`src/logic/sync_uart_pkg.sv`:
```
// Shared definitions for the system-clock UART
// Bus and serial data types
// Register offsets, control bit positions, unmapped read value
// Transmit and receive FSM state encodings

package sync_uart_pkg;

    // One serial data byte
    typedef logic [7:0]  byte_t;

    // Bus data and address words
    typedef logic [31:0] wb_data_t;
    typedef logic [31:0] wb_addr_t;

    // Register offsets, low 16 address bits only
    typedef enum logic [15:0] {
        UART_DR  = 16'h0000,
        UART_FR  = 16'h0018,
        UART_CR  = 16'h0030,
        UART_IIR = 16'h0034
    } uart_reg_e;

    // Control register bits
    localparam int CR_TX_INT_EN = 5;
    localparam int CR_RX_INT_EN = 4;

    // Returned for any unmapped offset
    localparam wb_data_t READ_DEFAULT = 32'h00c0ffee;

    // Transmit FSM, data bits share one state
    typedef enum logic [2:0] {
        TX_IDLE,
        TX_START,
        TX_DATA,
        TX_STOP1,
        TX_STOP2
    } tx_state_e;

    // Receive FSM
    typedef enum logic [2:0] {
        RX_IDLE,
        RX_START,
        RX_START_MID,
        RX_DATA,
        RX_STOP
    } rx_state_e;

endpackage
```
`src/logic/sync_uart.sv`:
```
// UART top level on the system clock
// Register block, transmit and receive FIFOs
// Transmitter and receiver

`timescale 1ns/100ps

module sync_uart
#(
    parameter int CLKS_PER_BIT = 16,
    parameter int FIFO_DEPTH   = 16
)
(
    input  logic                        i_clk,
    input  logic                        i_reset,
    input  sync_uart_pkg::wb_addr_t     i_wb_adr,
    input  logic                        i_wb_we,
    input  sync_uart_pkg::wb_data_t     i_wb_dat,
    input  logic                        i_wb_cyc,
    input  logic                        i_wb_stb,
    output logic                        o_wb_ack,
    output sync_uart_pkg::wb_data_t     o_wb_dat,
    output logic                        o_uart_int,
    input  logic                        i_uart_cts_n,
    output logic                        o_uart_txd,
    output logic                        o_uart_rts_n,
    input  logic                        i_uart_rxd
);
    import sync_uart_pkg::*;

    // Transmit path
    logic                           tx_push;
    logic                           tx_pop;
    byte_t                          tx_wr_data;
    byte_t                          tx_head;
    logic [$clog2(FIFO_DEPTH):0]    tx_count;
    logic                           tx_full;
    logic                           tx_empty;
    logic                           cts_active;
    // Receive path
    logic                           rx_push;
    logic                           rx_pop;
    byte_t                          rx_wr_data;
    byte_t                          rx_head;
    logic [$clog2(FIFO_DEPTH):0]    rx_count;
    logic                           rx_full;
    logic                           rx_empty;

    uart_regs #(.FIFO_DEPTH(FIFO_DEPTH)) u_regs (
        .i_clk(i_clk), .i_reset(i_reset),
        .i_wb_adr(i_wb_adr), .i_wb_we(i_wb_we), .i_wb_dat(i_wb_dat),
        .i_wb_cyc(i_wb_cyc), .i_wb_stb(i_wb_stb),
        .o_wb_ack(o_wb_ack), .o_wb_dat(o_wb_dat),
        .o_tx_push(tx_push), .o_tx_data(tx_wr_data),
        .i_tx_count(tx_count), .i_tx_full(tx_full), .i_tx_empty(tx_empty),
        .o_rx_pop(rx_pop), .i_rx_data(rx_head),
        .i_rx_count(rx_count), .i_rx_full(rx_full), .i_rx_empty(rx_empty),
        .i_cts_active(cts_active), .o_uart_int(o_uart_int)
    );

    // Bus writes in, transmitter drains
    byte_fifo #(.DEPTH(FIFO_DEPTH)) u_tx_fifo (
        .i_clk(i_clk), .i_reset(i_reset),
        .i_push(tx_push), .i_data(tx_wr_data), .i_pop(tx_pop), .o_data(tx_head),
        .o_count(tx_count), .o_full(tx_full), .o_empty(tx_empty)
    );

    // Receiver fills, bus reads drain
    byte_fifo #(.DEPTH(FIFO_DEPTH)) u_rx_fifo (
        .i_clk(i_clk), .i_reset(i_reset),
        .i_push(rx_push), .i_data(rx_wr_data), .i_pop(rx_pop), .o_data(rx_head),
        .o_count(rx_count), .o_full(rx_full), .o_empty(rx_empty)
    );

    uart_tx #(.CLKS_PER_BIT(CLKS_PER_BIT)) u_tx (
        .i_clk(i_clk), .i_reset(i_reset), .i_uart_cts_n(i_uart_cts_n),
        .i_fifo_empty(tx_empty), .i_fifo_data(tx_head), .o_fifo_pop(tx_pop),
        .o_cts_active(cts_active), .o_uart_txd(o_uart_txd)
    );

    uart_rx #(.CLKS_PER_BIT(CLKS_PER_BIT)) u_rx (
        .i_clk(i_clk), .i_reset(i_reset), .i_uart_rxd(i_uart_rxd),
        .i_fifo_full(rx_full), .o_fifo_push(rx_push), .o_fifo_data(rx_wr_data),
        .o_uart_rts_n(o_uart_rts_n)
    );

endmodule

```
`src/logic/uart_regs.sv`:
```
// UART register block
// Bus decode with same-cycle write and delayed read acknowledge
// Control register and read data mux
// FIFO strobes and registered interrupt levels

`timescale 1ns/100ps

module uart_regs
#(
    parameter int FIFO_DEPTH = 16
)
(
    input  logic                            i_clk,
    input  logic                            i_reset,
    input  sync_uart_pkg::wb_addr_t         i_wb_adr,
    input  logic                            i_wb_we,
    input  sync_uart_pkg::wb_data_t         i_wb_dat,
    input  logic                            i_wb_cyc,
    input  logic                            i_wb_stb,
    output logic                            o_wb_ack,
    output sync_uart_pkg::wb_data_t         o_wb_dat,
    output logic                            o_tx_push,
    output sync_uart_pkg::byte_t            o_tx_data,
    input  logic [$clog2(FIFO_DEPTH):0]     i_tx_count,
    input  logic                            i_tx_full,
    input  logic                            i_tx_empty,
    output logic                            o_rx_pop,
    input  sync_uart_pkg::byte_t            i_rx_data,
    input  logic [$clog2(FIFO_DEPTH):0]     i_rx_count,
    input  logic                            i_rx_full,
    input  logic                            i_rx_empty,
    input  logic                            i_cts_active,
    output logic                            o_uart_int
);
    import sync_uart_pkg::*;

    localparam int CNT_W = $clog2(FIFO_DEPTH) + 1;
    localparam logic [CNT_W-1:0] HALF_DEPTH = CNT_W'(FIFO_DEPTH / 2);

    logic [15:0]    reg_adr;
    logic           bus_req;
    logic           start_write;
    logic           start_read;
    logic           read_d1;
    logic [7:0]     cr_reg;
    logic           tx_int;
    logic           rx_int;

    // ==========================================================================
    // Bus handshake
    // ==========================================================================
    assign reg_adr     = i_wb_adr[15:0];
    assign bus_req     = i_wb_cyc && i_wb_stb;
    // Read ack must go out before a new write is taken
    assign start_write = bus_req && i_wb_we && !read_d1;
    assign start_read  = bus_req && !i_wb_we && !o_wb_ack;
    assign o_wb_ack    = bus_req && (start_write || read_d1);

    // FIFO strobes from data register accesses
    assign o_tx_push = start_write && (reg_adr == UART_DR);
    assign o_tx_data = i_wb_dat[7:0];
    assign o_rx_pop  = start_read && (reg_adr == UART_DR);

    always_ff @(posedge i_clk)
    begin
        if (i_reset)
        begin
            read_d1 <= 1'b0;
            cr_reg  <= '0;
            tx_int  <= 1'b0;
            rx_int  <= 1'b0;
        end
        else
        begin
            read_d1 <= start_read;
            if (start_write && (reg_adr == UART_CR))
                cr_reg <= i_wb_dat[7:0];
            // IIR write knocks the tx interrupt down for a cycle
            if (start_write && (reg_adr == UART_IIR))
                tx_int <= 1'b0;
            else
                tx_int <= (i_tx_count <= HALF_DEPTH) && cr_reg[CR_TX_INT_EN];
            rx_int <= (i_rx_count >= HALF_DEPTH);
        end
    end

    assign o_uart_int = (tx_int && cr_reg[CR_TX_INT_EN]) ||
                        (rx_int && cr_reg[CR_RX_INT_EN]);

    // ==========================================================================
    // Read data, captured for the ack cycle
    // ==========================================================================
    always_ff @(posedge i_clk)
    begin
        if (start_read)
        begin
            case (reg_adr)
                UART_DR:  o_wb_dat <= {24'd0, i_rx_data};
                // Flags MSB first
                UART_FR:  o_wb_dat <= {24'd0, i_tx_empty, i_rx_full, i_tx_full, i_rx_empty,
                                       !i_tx_empty, 1'b1, 1'b1, i_cts_active};
                UART_CR:  o_wb_dat <= {24'd0, cr_reg};
                UART_IIR: o_wb_dat <= {29'd0, tx_int, rx_int, 1'b0};
                default:  o_wb_dat <= READ_DEFAULT;
            endcase
        end
    end

endmodule

```
`src/logic/uart_rx.sv`:
```
// UART receiver
// Five-sample start edge filter
// Restartable timer for half-bit and full-bit waits
// Receive FSM with request-to-send flow control

`timescale 1ns/100ps

module uart_rx
#(
    parameter int CLKS_PER_BIT = 16
)
(
    input  logic                    i_clk,
    input  logic                    i_reset,
    input  logic                    i_uart_rxd,
    input  logic                    i_fifo_full,
    output logic                    o_fifo_push,
    output sync_uart_pkg::byte_t    o_fifo_data,
    output logic                    o_uart_rts_n
);
    import sync_uart_pkg::*;

    localparam int CNT_W = $clog2(CLKS_PER_BIT);
    localparam logic [CNT_W-1:0] BIT_LAST  = CNT_W'(CLKS_PER_BIT - 1);
    // Detect and restart delays eat into the half bit
    localparam logic [CNT_W-1:0] HALF_LAST = CNT_W'(CLKS_PER_BIT / 2 - 3);

    logic [4:0]         rxd_d;
    logic               rx_start;
    logic [CNT_W-1:0]   bit_cnt;
    logic               cnt_restart;
    logic               half_done;
    logic               bit_done;
    logic [2:0]         bit_idx;
    rx_state_e          state;

    // ==========================================================================
    // Sample history and bit timer
    // ==========================================================================
    always_ff @(posedge i_clk)
    begin
        if (i_reset)
        begin
            rxd_d   <= 5'h1f;
            bit_cnt <= '0;
        end
        else
        begin
            rxd_d   <= {rxd_d[3:0], i_uart_rxd};
            bit_cnt <= cnt_restart ? '0 : bit_cnt + 1'b1;
        end
    end

    // High-high then low-low, middle sample ignored
    assign rx_start  = (rxd_d[4:3] == 2'b11) && (rxd_d[1:0] == 2'b00);
    assign half_done = (bit_cnt == HALF_LAST);
    assign bit_done  = (bit_cnt == BIT_LAST);

    // Timer restarts on every state advance
    always_comb
    begin
        case (state)
            RX_START:     cnt_restart = rx_start;
            RX_START_MID: cnt_restart = half_done;
            RX_DATA,
            RX_STOP:      cnt_restart = bit_done;
            default:      cnt_restart = 1'b0;
        endcase
    end

    // ==========================================================================
    // Receive FSM
    // ==========================================================================
    always_ff @(posedge i_clk)
    begin
        if (i_reset)
        begin
            state        <= RX_IDLE;
            bit_idx      <= '0;
            o_uart_rts_n <= 1'b1;
        end
        else
        begin
            case (state)
                RX_IDLE:
                begin
                    // Hold off the sender while there is no room
                    if (i_fifo_full)
                        o_uart_rts_n <= 1'b1;
                    else
                    begin
                        o_uart_rts_n <= 1'b0;
                        state        <= RX_START;
                    end
                end
                RX_START:
                    if (rx_start)
                        state <= RX_START_MID;
                RX_START_MID:
                begin
                    if (half_done)
                    begin
                        bit_idx <= '0;
                        state   <= RX_DATA;
                    end
                end
                RX_DATA:
                begin
                    if (bit_done)
                    begin
                        bit_idx <= bit_idx + 3'd1;
                        if (bit_idx == 3'd7)
                            state <= RX_STOP;
                    end
                end
                // Mid stop bit, value not checked
                default:
                    if (bit_done)
                        state <= RX_IDLE;
            endcase
        end
    end

    // LSB arrives first, shifts down from the top
    always_ff @(posedge i_clk)
    begin
        if ((state == RX_DATA) && bit_done)
            o_fifo_data <= {rxd_d[0], o_fifo_data[7:1]};
    end

    assign o_fifo_push = (state == RX_STOP) && bit_done;

endmodule

```
`src/logic/uart_tx.sv`:
```
// UART transmitter
// Clear-to-send synchronizer and level report
// Free-running bit timer
// Transmit FSM, 8 data bits LSB first, two stop periods

`timescale 1ns/100ps

module uart_tx
#(
    parameter int CLKS_PER_BIT = 16
)
(
    input  logic                    i_clk,
    input  logic                    i_reset,
    input  logic                    i_uart_cts_n,
    input  logic                    i_fifo_empty,
    input  sync_uart_pkg::byte_t    i_fifo_data,
    output logic                    o_fifo_pop,
    output logic                    o_cts_active,
    output logic                    o_uart_txd
);
    import sync_uart_pkg::*;

    localparam int CNT_W = $clog2(CLKS_PER_BIT);
    localparam logic [CNT_W-1:0] BIT_LAST = CNT_W'(CLKS_PER_BIT - 1);

    logic [3:0]         cts_n_sync;
    logic [CNT_W-1:0]   bit_cnt;
    logic               bit_tick;
    logic               start_ok;
    logic [2:0]         bit_idx;
    tx_state_e          state;

    // ==========================================================================
    // Clear-to-send synchronizer and bit timer
    // ==========================================================================
    always_ff @(posedge i_clk)
    begin
        if (i_reset)
        begin
            cts_n_sync <= 4'hf;
            bit_cnt    <= '0;
        end
        else
        begin
            cts_n_sync <= {cts_n_sync[2:0], i_uart_cts_n};
            bit_cnt    <= bit_tick ? '0 : bit_cnt + 1'b1;
        end
    end

    assign bit_tick     = (bit_cnt == BIT_LAST);
    // Oldest sample feeds the flag register
    assign o_cts_active = ~cts_n_sync[3];
    // Three settled samples low and something queued
    assign start_ok     = (cts_n_sync[3:1] == 3'b000) && !i_fifo_empty;

    // ==========================================================================
    // Transmit FSM, advances only on bit ticks
    // ==========================================================================
    always_ff @(posedge i_clk)
    begin
        if (i_reset)
        begin
            state      <= TX_IDLE;
            bit_idx    <= '0;
            o_uart_txd <= 1'b1;
        end
        else if (bit_tick)
        begin
            case (state)
                TX_IDLE:
                begin
                    // Start bit goes out on this tick
                    if (start_ok)
                    begin
                        o_uart_txd <= 1'b0;
                        state      <= TX_START;
                    end
                end
                TX_START:
                begin
                    o_uart_txd <= i_fifo_data[0];
                    bit_idx    <= '0;
                    state      <= TX_DATA;
                end
                TX_DATA:
                begin
                    if (bit_idx == 3'd7)
                    begin
                        o_uart_txd <= 1'b1;
                        state      <= TX_STOP1;
                    end
                    else
                    begin
                        o_uart_txd <= i_fifo_data[bit_idx + 3'd1];
                        bit_idx    <= bit_idx + 3'd1;
                    end
                end
                TX_STOP1:
                    state <= TX_STOP2;
                default:
                begin
                    o_uart_txd <= 1'b1;
                    state      <= TX_IDLE;
                end
            endcase
        end
    end

    // Head byte leaves the FIFO at the end of the frame
    assign o_fifo_pop = bit_tick && (state == TX_STOP2);

endmodule

```
`src/logic/byte_fifo.sv`:
```
// Byte FIFO built from flip-flops
// Wrap-bit read and write pointers
// Head entry always visible on the output
// Occupancy count, full and empty derived from the pointers

`timescale 1ns/100ps

module byte_fifo
#(
    parameter int DEPTH = 16
)
(
    input  logic                    i_clk,
    input  logic                    i_reset,
    input  logic                    i_push,
    input  sync_uart_pkg::byte_t    i_data,
    input  logic                    i_pop,
    output sync_uart_pkg::byte_t    o_data,
    output logic [$clog2(DEPTH):0]  o_count,
    output logic                    o_full,
    output logic                    o_empty
);
    import sync_uart_pkg::*;

    localparam int AW = $clog2(DEPTH);

    // Payload storage
    byte_t          mem [DEPTH];
    // Extra MSB tells full from empty
    logic [AW:0]    wr_ptr;
    logic [AW:0]    rd_ptr;
    logic           push_ok;
    logic           pop_ok;

    // Drop pushes when full, ignore pops when empty
    assign push_ok = i_push && !o_full;
    assign pop_ok  = i_pop && !o_empty;

    always_ff @(posedge i_clk)
    begin
        if (i_reset)
        begin
            wr_ptr <= '0;
            rd_ptr <= '0;
        end
        else
        begin
            if (push_ok)
                wr_ptr <= wr_ptr + 1'b1;
            if (pop_ok)
                rd_ptr <= rd_ptr + 1'b1;
        end
    end

    always_ff @(posedge i_clk)
    begin
        if (push_ok)
            mem[wr_ptr[AW-1:0]] <= i_data;
    end

    // Show-ahead head entry
    assign o_data  = mem[rd_ptr[AW-1:0]];

    // Flags follow pointer updates by one cycle
    assign o_count = wr_ptr - rd_ptr;
    assign o_empty = (wr_ptr == rd_ptr);
    assign o_full  = (wr_ptr == {~rd_ptr[AW], rd_ptr[AW-1:0]});

endmodule

```
`config.mk`:
```
export PLATFORM = sky130hd
export DESIGN_NAME = sync_uart
export DESIGN_NICKNAME = d
export VERILOG_FILES = /design/src/logic/sync_uart_pkg.sv /design/src/logic/sync_uart.sv /design/src/logic/uart_regs.sv /design/src/logic/uart_rx.sv /design/src/logic/uart_tx.sv /design/src/logic/byte_fifo.sv
export SDC_FILE = /design/constraint.sdc
export NUM_CORES = 1
export LEC_CHECK = 0
export BUFFER_PORTS_ARGS = -buffer_cell sky130_fd_sc_hd__buf_2
export CAP_MARGIN = 20
export CORE_UTILIZATION = 40
export CTS_CLUSTER_DIAMETER = 100
export DETAILED_ROUTE_END_ITERATION = 16
export GPL_TIMING_DRIVEN = 0
export PLACE_DENSITY_LB_ADDON = 0.15
export SETUP_SLACK_MARGIN = 0.4
export SLEW_MARGIN = 10
export SYNTH_ARGS = -nofsm -noshare
export SYNTH_HDL_FRONTEND = slang
export SYNTH_HIERARCHICAL = 1
export SYNTH_SLANG_ARGS = --single-unit
export TNS_END_PERCENT = 1
```
`constraint.sdc`:
```
create_clock -name i_clk -period 5.5 [get_ports i_clk]
set_input_delay 1.65 -clock i_clk [delete_from_list [all_inputs] [get_ports i_clk]]
set_output_delay 1.65 -clock i_clk [all_outputs]
set_load 0.005 [all_outputs]
```
## Word level (Yosys, flattened, before mapping)

Memory sizes are Yosys's and may differ from the RTL's. A register that Yosys moved wholly into a read port is not among the register bits.
Index checks and enable logic that the tools add are counted.

- $add $sub $neg: 10
- $mul: 0
- Divide/modulo/power cells: 0
- $lt $le $gt $ge: 3
- Eq/ne operators: 29
- Shifts and indexed selects: 0
- Muxes and demuxes: 31
- Bitwise logic cells: 4
- Reduce and logical (&&, ||, !) cells: 48

Operators by type and width:

| operator | count |
|---|---|
| 24-bit one-hot mux with 4 select lines | 1 |
| 3-bit two-way mux | 11 |
| 16-bit by 6-bit == test with 1-bit output (second input constant) | 2 |
| 3-bit one-hot mux with 4 select lines | 2 |
| 1-bit logical AND | 22 |
| 5-bit by 1-bit adder with 5-bit output (second input constant) | 4 |
| 5-bit == test | 4 |
| 16-bit by 5-bit == test with 1-bit output (second input constant) | 1 |
| 16-bit logical NOT | 1 |
| 4-bit two-way mux | 4 |
| 3-bit by 2-bit == test with 1-bit output (second input constant) | 4 |
| 3-bit == test (second input constant) | 4 |
| 2-bit by 1-bit inequality test with 1-bit output (second input constant) | 6 |
| 3-bit one-hot mux with 2 select lines | 2 |
| 3-bit AND reduction | 4 |
| 5-bit subtractor | 2 |
| 3-bit logical NOT | 3 |
| 4-bit by 1-bit adder with 4-bit output (second input constant) | 2 |
| 4-bit == test (second input constant) | 2 |
| 1-bit two-way mux | 8 |
| 2-bit OR reduction | 4 |
| 1-bit logical NOT | 7 |
| 3-bit by 1-bit adder with 3-bit output (second input constant) | 2 |
| 3-bit by 1-bit == test with 1-bit output (second input constant) | 2 |
| 15 further kinds | 21 |

- Flip-flop bits (word level): 102
- Latch bits: 0
- RAM bits: 256
- Bits in read-only memories: 0
- Input port bits: 71
- Output and inout port bits: 36
- Logic and storage cells: 147
- Memories: 2

Memories:

| memory | depth | width | read ports | clocked after Yosys merged registers in | wr ports | RTL line | text |
|---|---|---|---|---|---|---|---|
| u_rx_fifo.mem | 16 | 8 | 1 | 1 | 1 | byte_fifo.sv:28 | `byte_t mem [DEPTH];` |
| u_tx_fifo.mem | 16 | 8 | 1 | 1 | 1 | byte_fifo.sv:28 |  |

## Longest topological paths before layout

- Depth after elaboration: 11
- Mapped depth: 10
- Mapped depth without buffers: 10

## Modules after synthesis

Netlist, hierarchy kept.

By module, submodules not included:

| module | times used | cells an instance | area each (µm²) | sequential area each (µm²) |
|---|---|---|---|---|
| byte_fifo | 2 | 304 | 5,659.2 | 4,124.0 |
| uart_regs | 1 | 146 | 1,316.3 | 490.5 |
| uart_rx | 1 | 88 | 997.2 | 560.5 |
| uart_tx | 1 | 76 | 726.9 | 300.3 |

## Worst setup path after synthesis

OpenSTA, ideal clock, no wires.

- Path kind: input port to flip-flop
- From: input port i_wb_adr[15]
- To: memory u_tx_fifo/mem[3][0] (netlist bit), enable pin
- Library setup time: 0.383 ns
- Arrival time: 3.477 ns
- Required time: 5.117 ns
- Slack: 1.640 ns
- Cell stages on the path: 7
- Path buffers: 0
- Cells stage by stage: nor4_4 and3_1 nand2_1 nor2_1 nand2_1 a21o_2 nor3_1

- Word-level cells in the longest chain between the ends: 5

Ends and longest elaborated chain:

| what | RTL line | text |
|---|---|---|
| start, declared | sync_uart.sv:15 | `input sync_uart_pkg::wb_addr_t i_wb_adr,` |
| 16-bit logical NOT | uart_regs.sv:60 | `assign o_tx_push = start_write && (reg_adr == UART_DR);` |
| 1-bit logical AND | uart_regs.sv:60 |  |
| named net tx_push | sync_uart.sv:31 | `logic tx_push;` |
| 1-bit logical AND | byte_fifo.sv:36 | `assign push_ok = i_push && !o_full;` |
| 1-bit two-way mux | byte_fifo.sv:57 | `if (push_ok)` |
| 1-bit two-way mux (implied by the code) | byte_fifo.sv:58 | `mem[wr_ptr[AW-1:0]] <= i_data;` |
| end, declared | byte_fifo.sv:28 |  |

The timed path passes the listed nets, and every way through them passes these cells.

## Worst setup path after layout

- From: input port i_wb_adr[7]
- To: memory u_tx_fifo/mem[0][1] (netlist bit), enable pin

Same word-level chain as after synthesis.

==> key figures <==
Run status
  – Run status: complete, no violations

Power and ir drop
  – Pwr/cell area: 324 nW/um^2
  – Switching Share: 19.9%
  – Design Power: 5.34 mW
  – NetSw: 1.06 mW
  – Reg power frac: 52.5%
  – Leak Pwr: 5.50 nW
  – Clk pwr share: 45.1%
  – Worst vdd ir: 0.214 mV
  – Internal power: 4.28 mW
  – Comb pwr share: 2.5%

STA
  – Final-report setup violation count: 0
  – Final Hold Fails: 0
  – Fmax: 250 MHz
  – Worst slew pin tran: 0.928 ns
  – Final worst slack: 1.50 ns
  – Slew HR: 38.0%
  – RSZ-0062 raised after global routing: false
  – Total negative slack: 0 ns
  – Final hold slack: 0.409 ns
  – Final Max Slew Viols: 0
  – Worst Skew: 0.0173 ns
  – Fin crit period: 4.00 ns
  – Period utilization: 72.8%

Layout
  – Fin nets: 1125
  – # fillers: 3099
  – Multi-input gate area: 4310 sq um
  – Layout cells sized above 1: 24.0%
  – Area Growth Syn to Fin: 14.9%
  – Reg area: 9600 sq um

Synthesis
  – Mean Syn Cell Area: 15.7 sq um
  – Syn Inst Count: 916
  – Synthesized area: 14300 sq um
  – Syn. warnings: 6

Clocking
  – Reg clk slew, reported paths: 0.06 ns
  – Skew-Pair Late Insertion Delay: 0.53 ns
  – Clock root buffer: clkbuf_16
  – Post-CTS Setup Repair Bufs: 0
  – Clock Sinks: 343
  – Hold-fix buffers, CTS: 0
  – CTS buffer count: 37
  – CTS resizes: 0
  – CTS max path bufs: 3
  – CTS tree: yes
  – Htree depth: 2

Route
  – TritonRoute pass-1 iters: 5
  – Routed vias/inst: 5.21
  – Drt wl/cell: 20.3 um
  – 1st-iter DRT viols: 433
  – Final wirelength: 30.6 mm
  – Via count: 7867
  – DRC viols: 0
  – DRT antenna net count: 0

Setup path
  – CP startpoint kind: input pin
  – Critical path class: in -> reg
  – Max stage delay cell, worst path: nor3_1
  – Crit. End Element: register
  – Crit path cell chain: buf_2 > nor4_4 > and3_1 > nand2_1 > nor2_1 > nand3_1 > nor3_1 > buf_4
  – Max incr delay on CP: 0.68 ns
  – Critical path fanouts, max: 7
  – CP arrival: 4.24 ns
  – Worst path required time: 5.73 ns
  – CP bufs+invs: 2
  – CP delay by family, top: simple AND/OR/NAND/NOR gates

Flow run
  – Max-cap violations: 0

Floorplanning
  – CORE AREA: 34900 sq um
  – Die area: 36600 sq um
  – Initial Utilization: 41.1%
  – Die height: 191 um
  – Io pins: 107
  – Cell Rows: 68
  – Die X: 191 um

Place
  – DP Worst Slack: 0.889 ns
  – Dpl hpwl: 20.9 mm
  – Port Buffer Count: 52
  – GPL Wtd Cong: 0.803

GRT
  – Total gr overflow: 0
  – GRT Total Usage: 17.3%
  – Initial antenna violation count: 3
  – First-pass GRT wire length: 47.3 mm
  – Vias in the first global route: 8039
  – Largest net degree at the start of global routing: 24

Worst hold path
  – Hold Crit Class: reg -> reg
==> layout make-up <==
class | instances | area share, %
Clock inverter | 15 | 1.02
Multi-Input combinational cell | 495 | 26.1
Antenna cell | 1 | 0.0152
Sequential cell | 343 | 58.2
Timing Repair Buffer | 59 | 1.92
Inverter | 22 | 0.501
Buffer | 69 | 2.62
Tap cell | 455 | 3.45
Clock buffer | 51 | 6.12
==> cell usage in the layout (no fill, tap or decap), types with 6 or more instances in the layout <==
master	count
a22oi_1	42
buf_2	61
edfxtp_1	273
nor2b_1	6
xor2_1	8
o21ai_0	16
clkbuf_16	38
buf_1	6
nor3_1	12
xnor2_1	16
or2_2	6
clkbuf_1	26
nand2b_1	7
nand3_1	31
inv_1	22
ha_1	25
buf_4	43
conb_1	14
nor2_1	75
a21oi_1	28
mux4_2	64
dfxtp_1	70
clkinv_1	6
nand2_1	49
==> worst register-to-register path, stage by stage (launching register included) <==
cell	delay, ns
dfxtp_1	0.44
buf_1	0.56
mux4_2	0.45
a22oi_1	0.32
nand2_1	0.10
mux4_1	0.51
mux2_2	0.29
o21ai_2	0.11
a31oi_1	0.08
==> final timing paths <==
kind                      start  depth (start not counted)  slack (ns)                  end
max                 i_wb_adr[7]                          8        1.50  u_tx_fifo/mem[0][1]
max reg2reg            register                          8        2.50      u_tx/o_uart_txd
min reg2reg  u_tx/cts_n_sync[0]                          1        0.41   u_tx/cts_n_sync[1]
min          u_tx/cts_n_sync[0]                          1        0.41   u_tx/cts_n_sync[1]
==> power by group through the flow <==
stage | registers [mW] | clock network (mW) | logic [mW]
after floorplan | 2.85 | 0 | 0.0840
after global placement | 2.86 | 0 | 0.131
after detailed placement | 2.86 | 0 | 0.134
after CTS | 2.80 | 2.47 | 0.134
after global routing | 2.80 | 2.56 | 0.148
final | 2.80 | 2.41 | 0.133
==> stage by stage <==
stage / util, % / area (sq um) / cells
2_1_floorplan: - / 14400 / 929
3_3_place_gp: 43.6 / 15200 / 1436
3_5_place_dp: 43.8 / 15300 / 1442
4_1_cts: 47.2 / 16500 / 1508
5_1_grt: 47.3 / 16500 / 1510
6_report: 47.3 / 16500 / 1510
==> routing by layer <==
metal  global-route usage (%)  share of wire, %  vias to the layer above
li1                         -                 -                     3736
met1                     23.0                44                     3923
met2                     29.4                50                      157
met3                     2.68               3.8                       47
met4                     4.98               2.1                        4
met5                        0             0.065                        -
(Power assumes the default switching activity.)
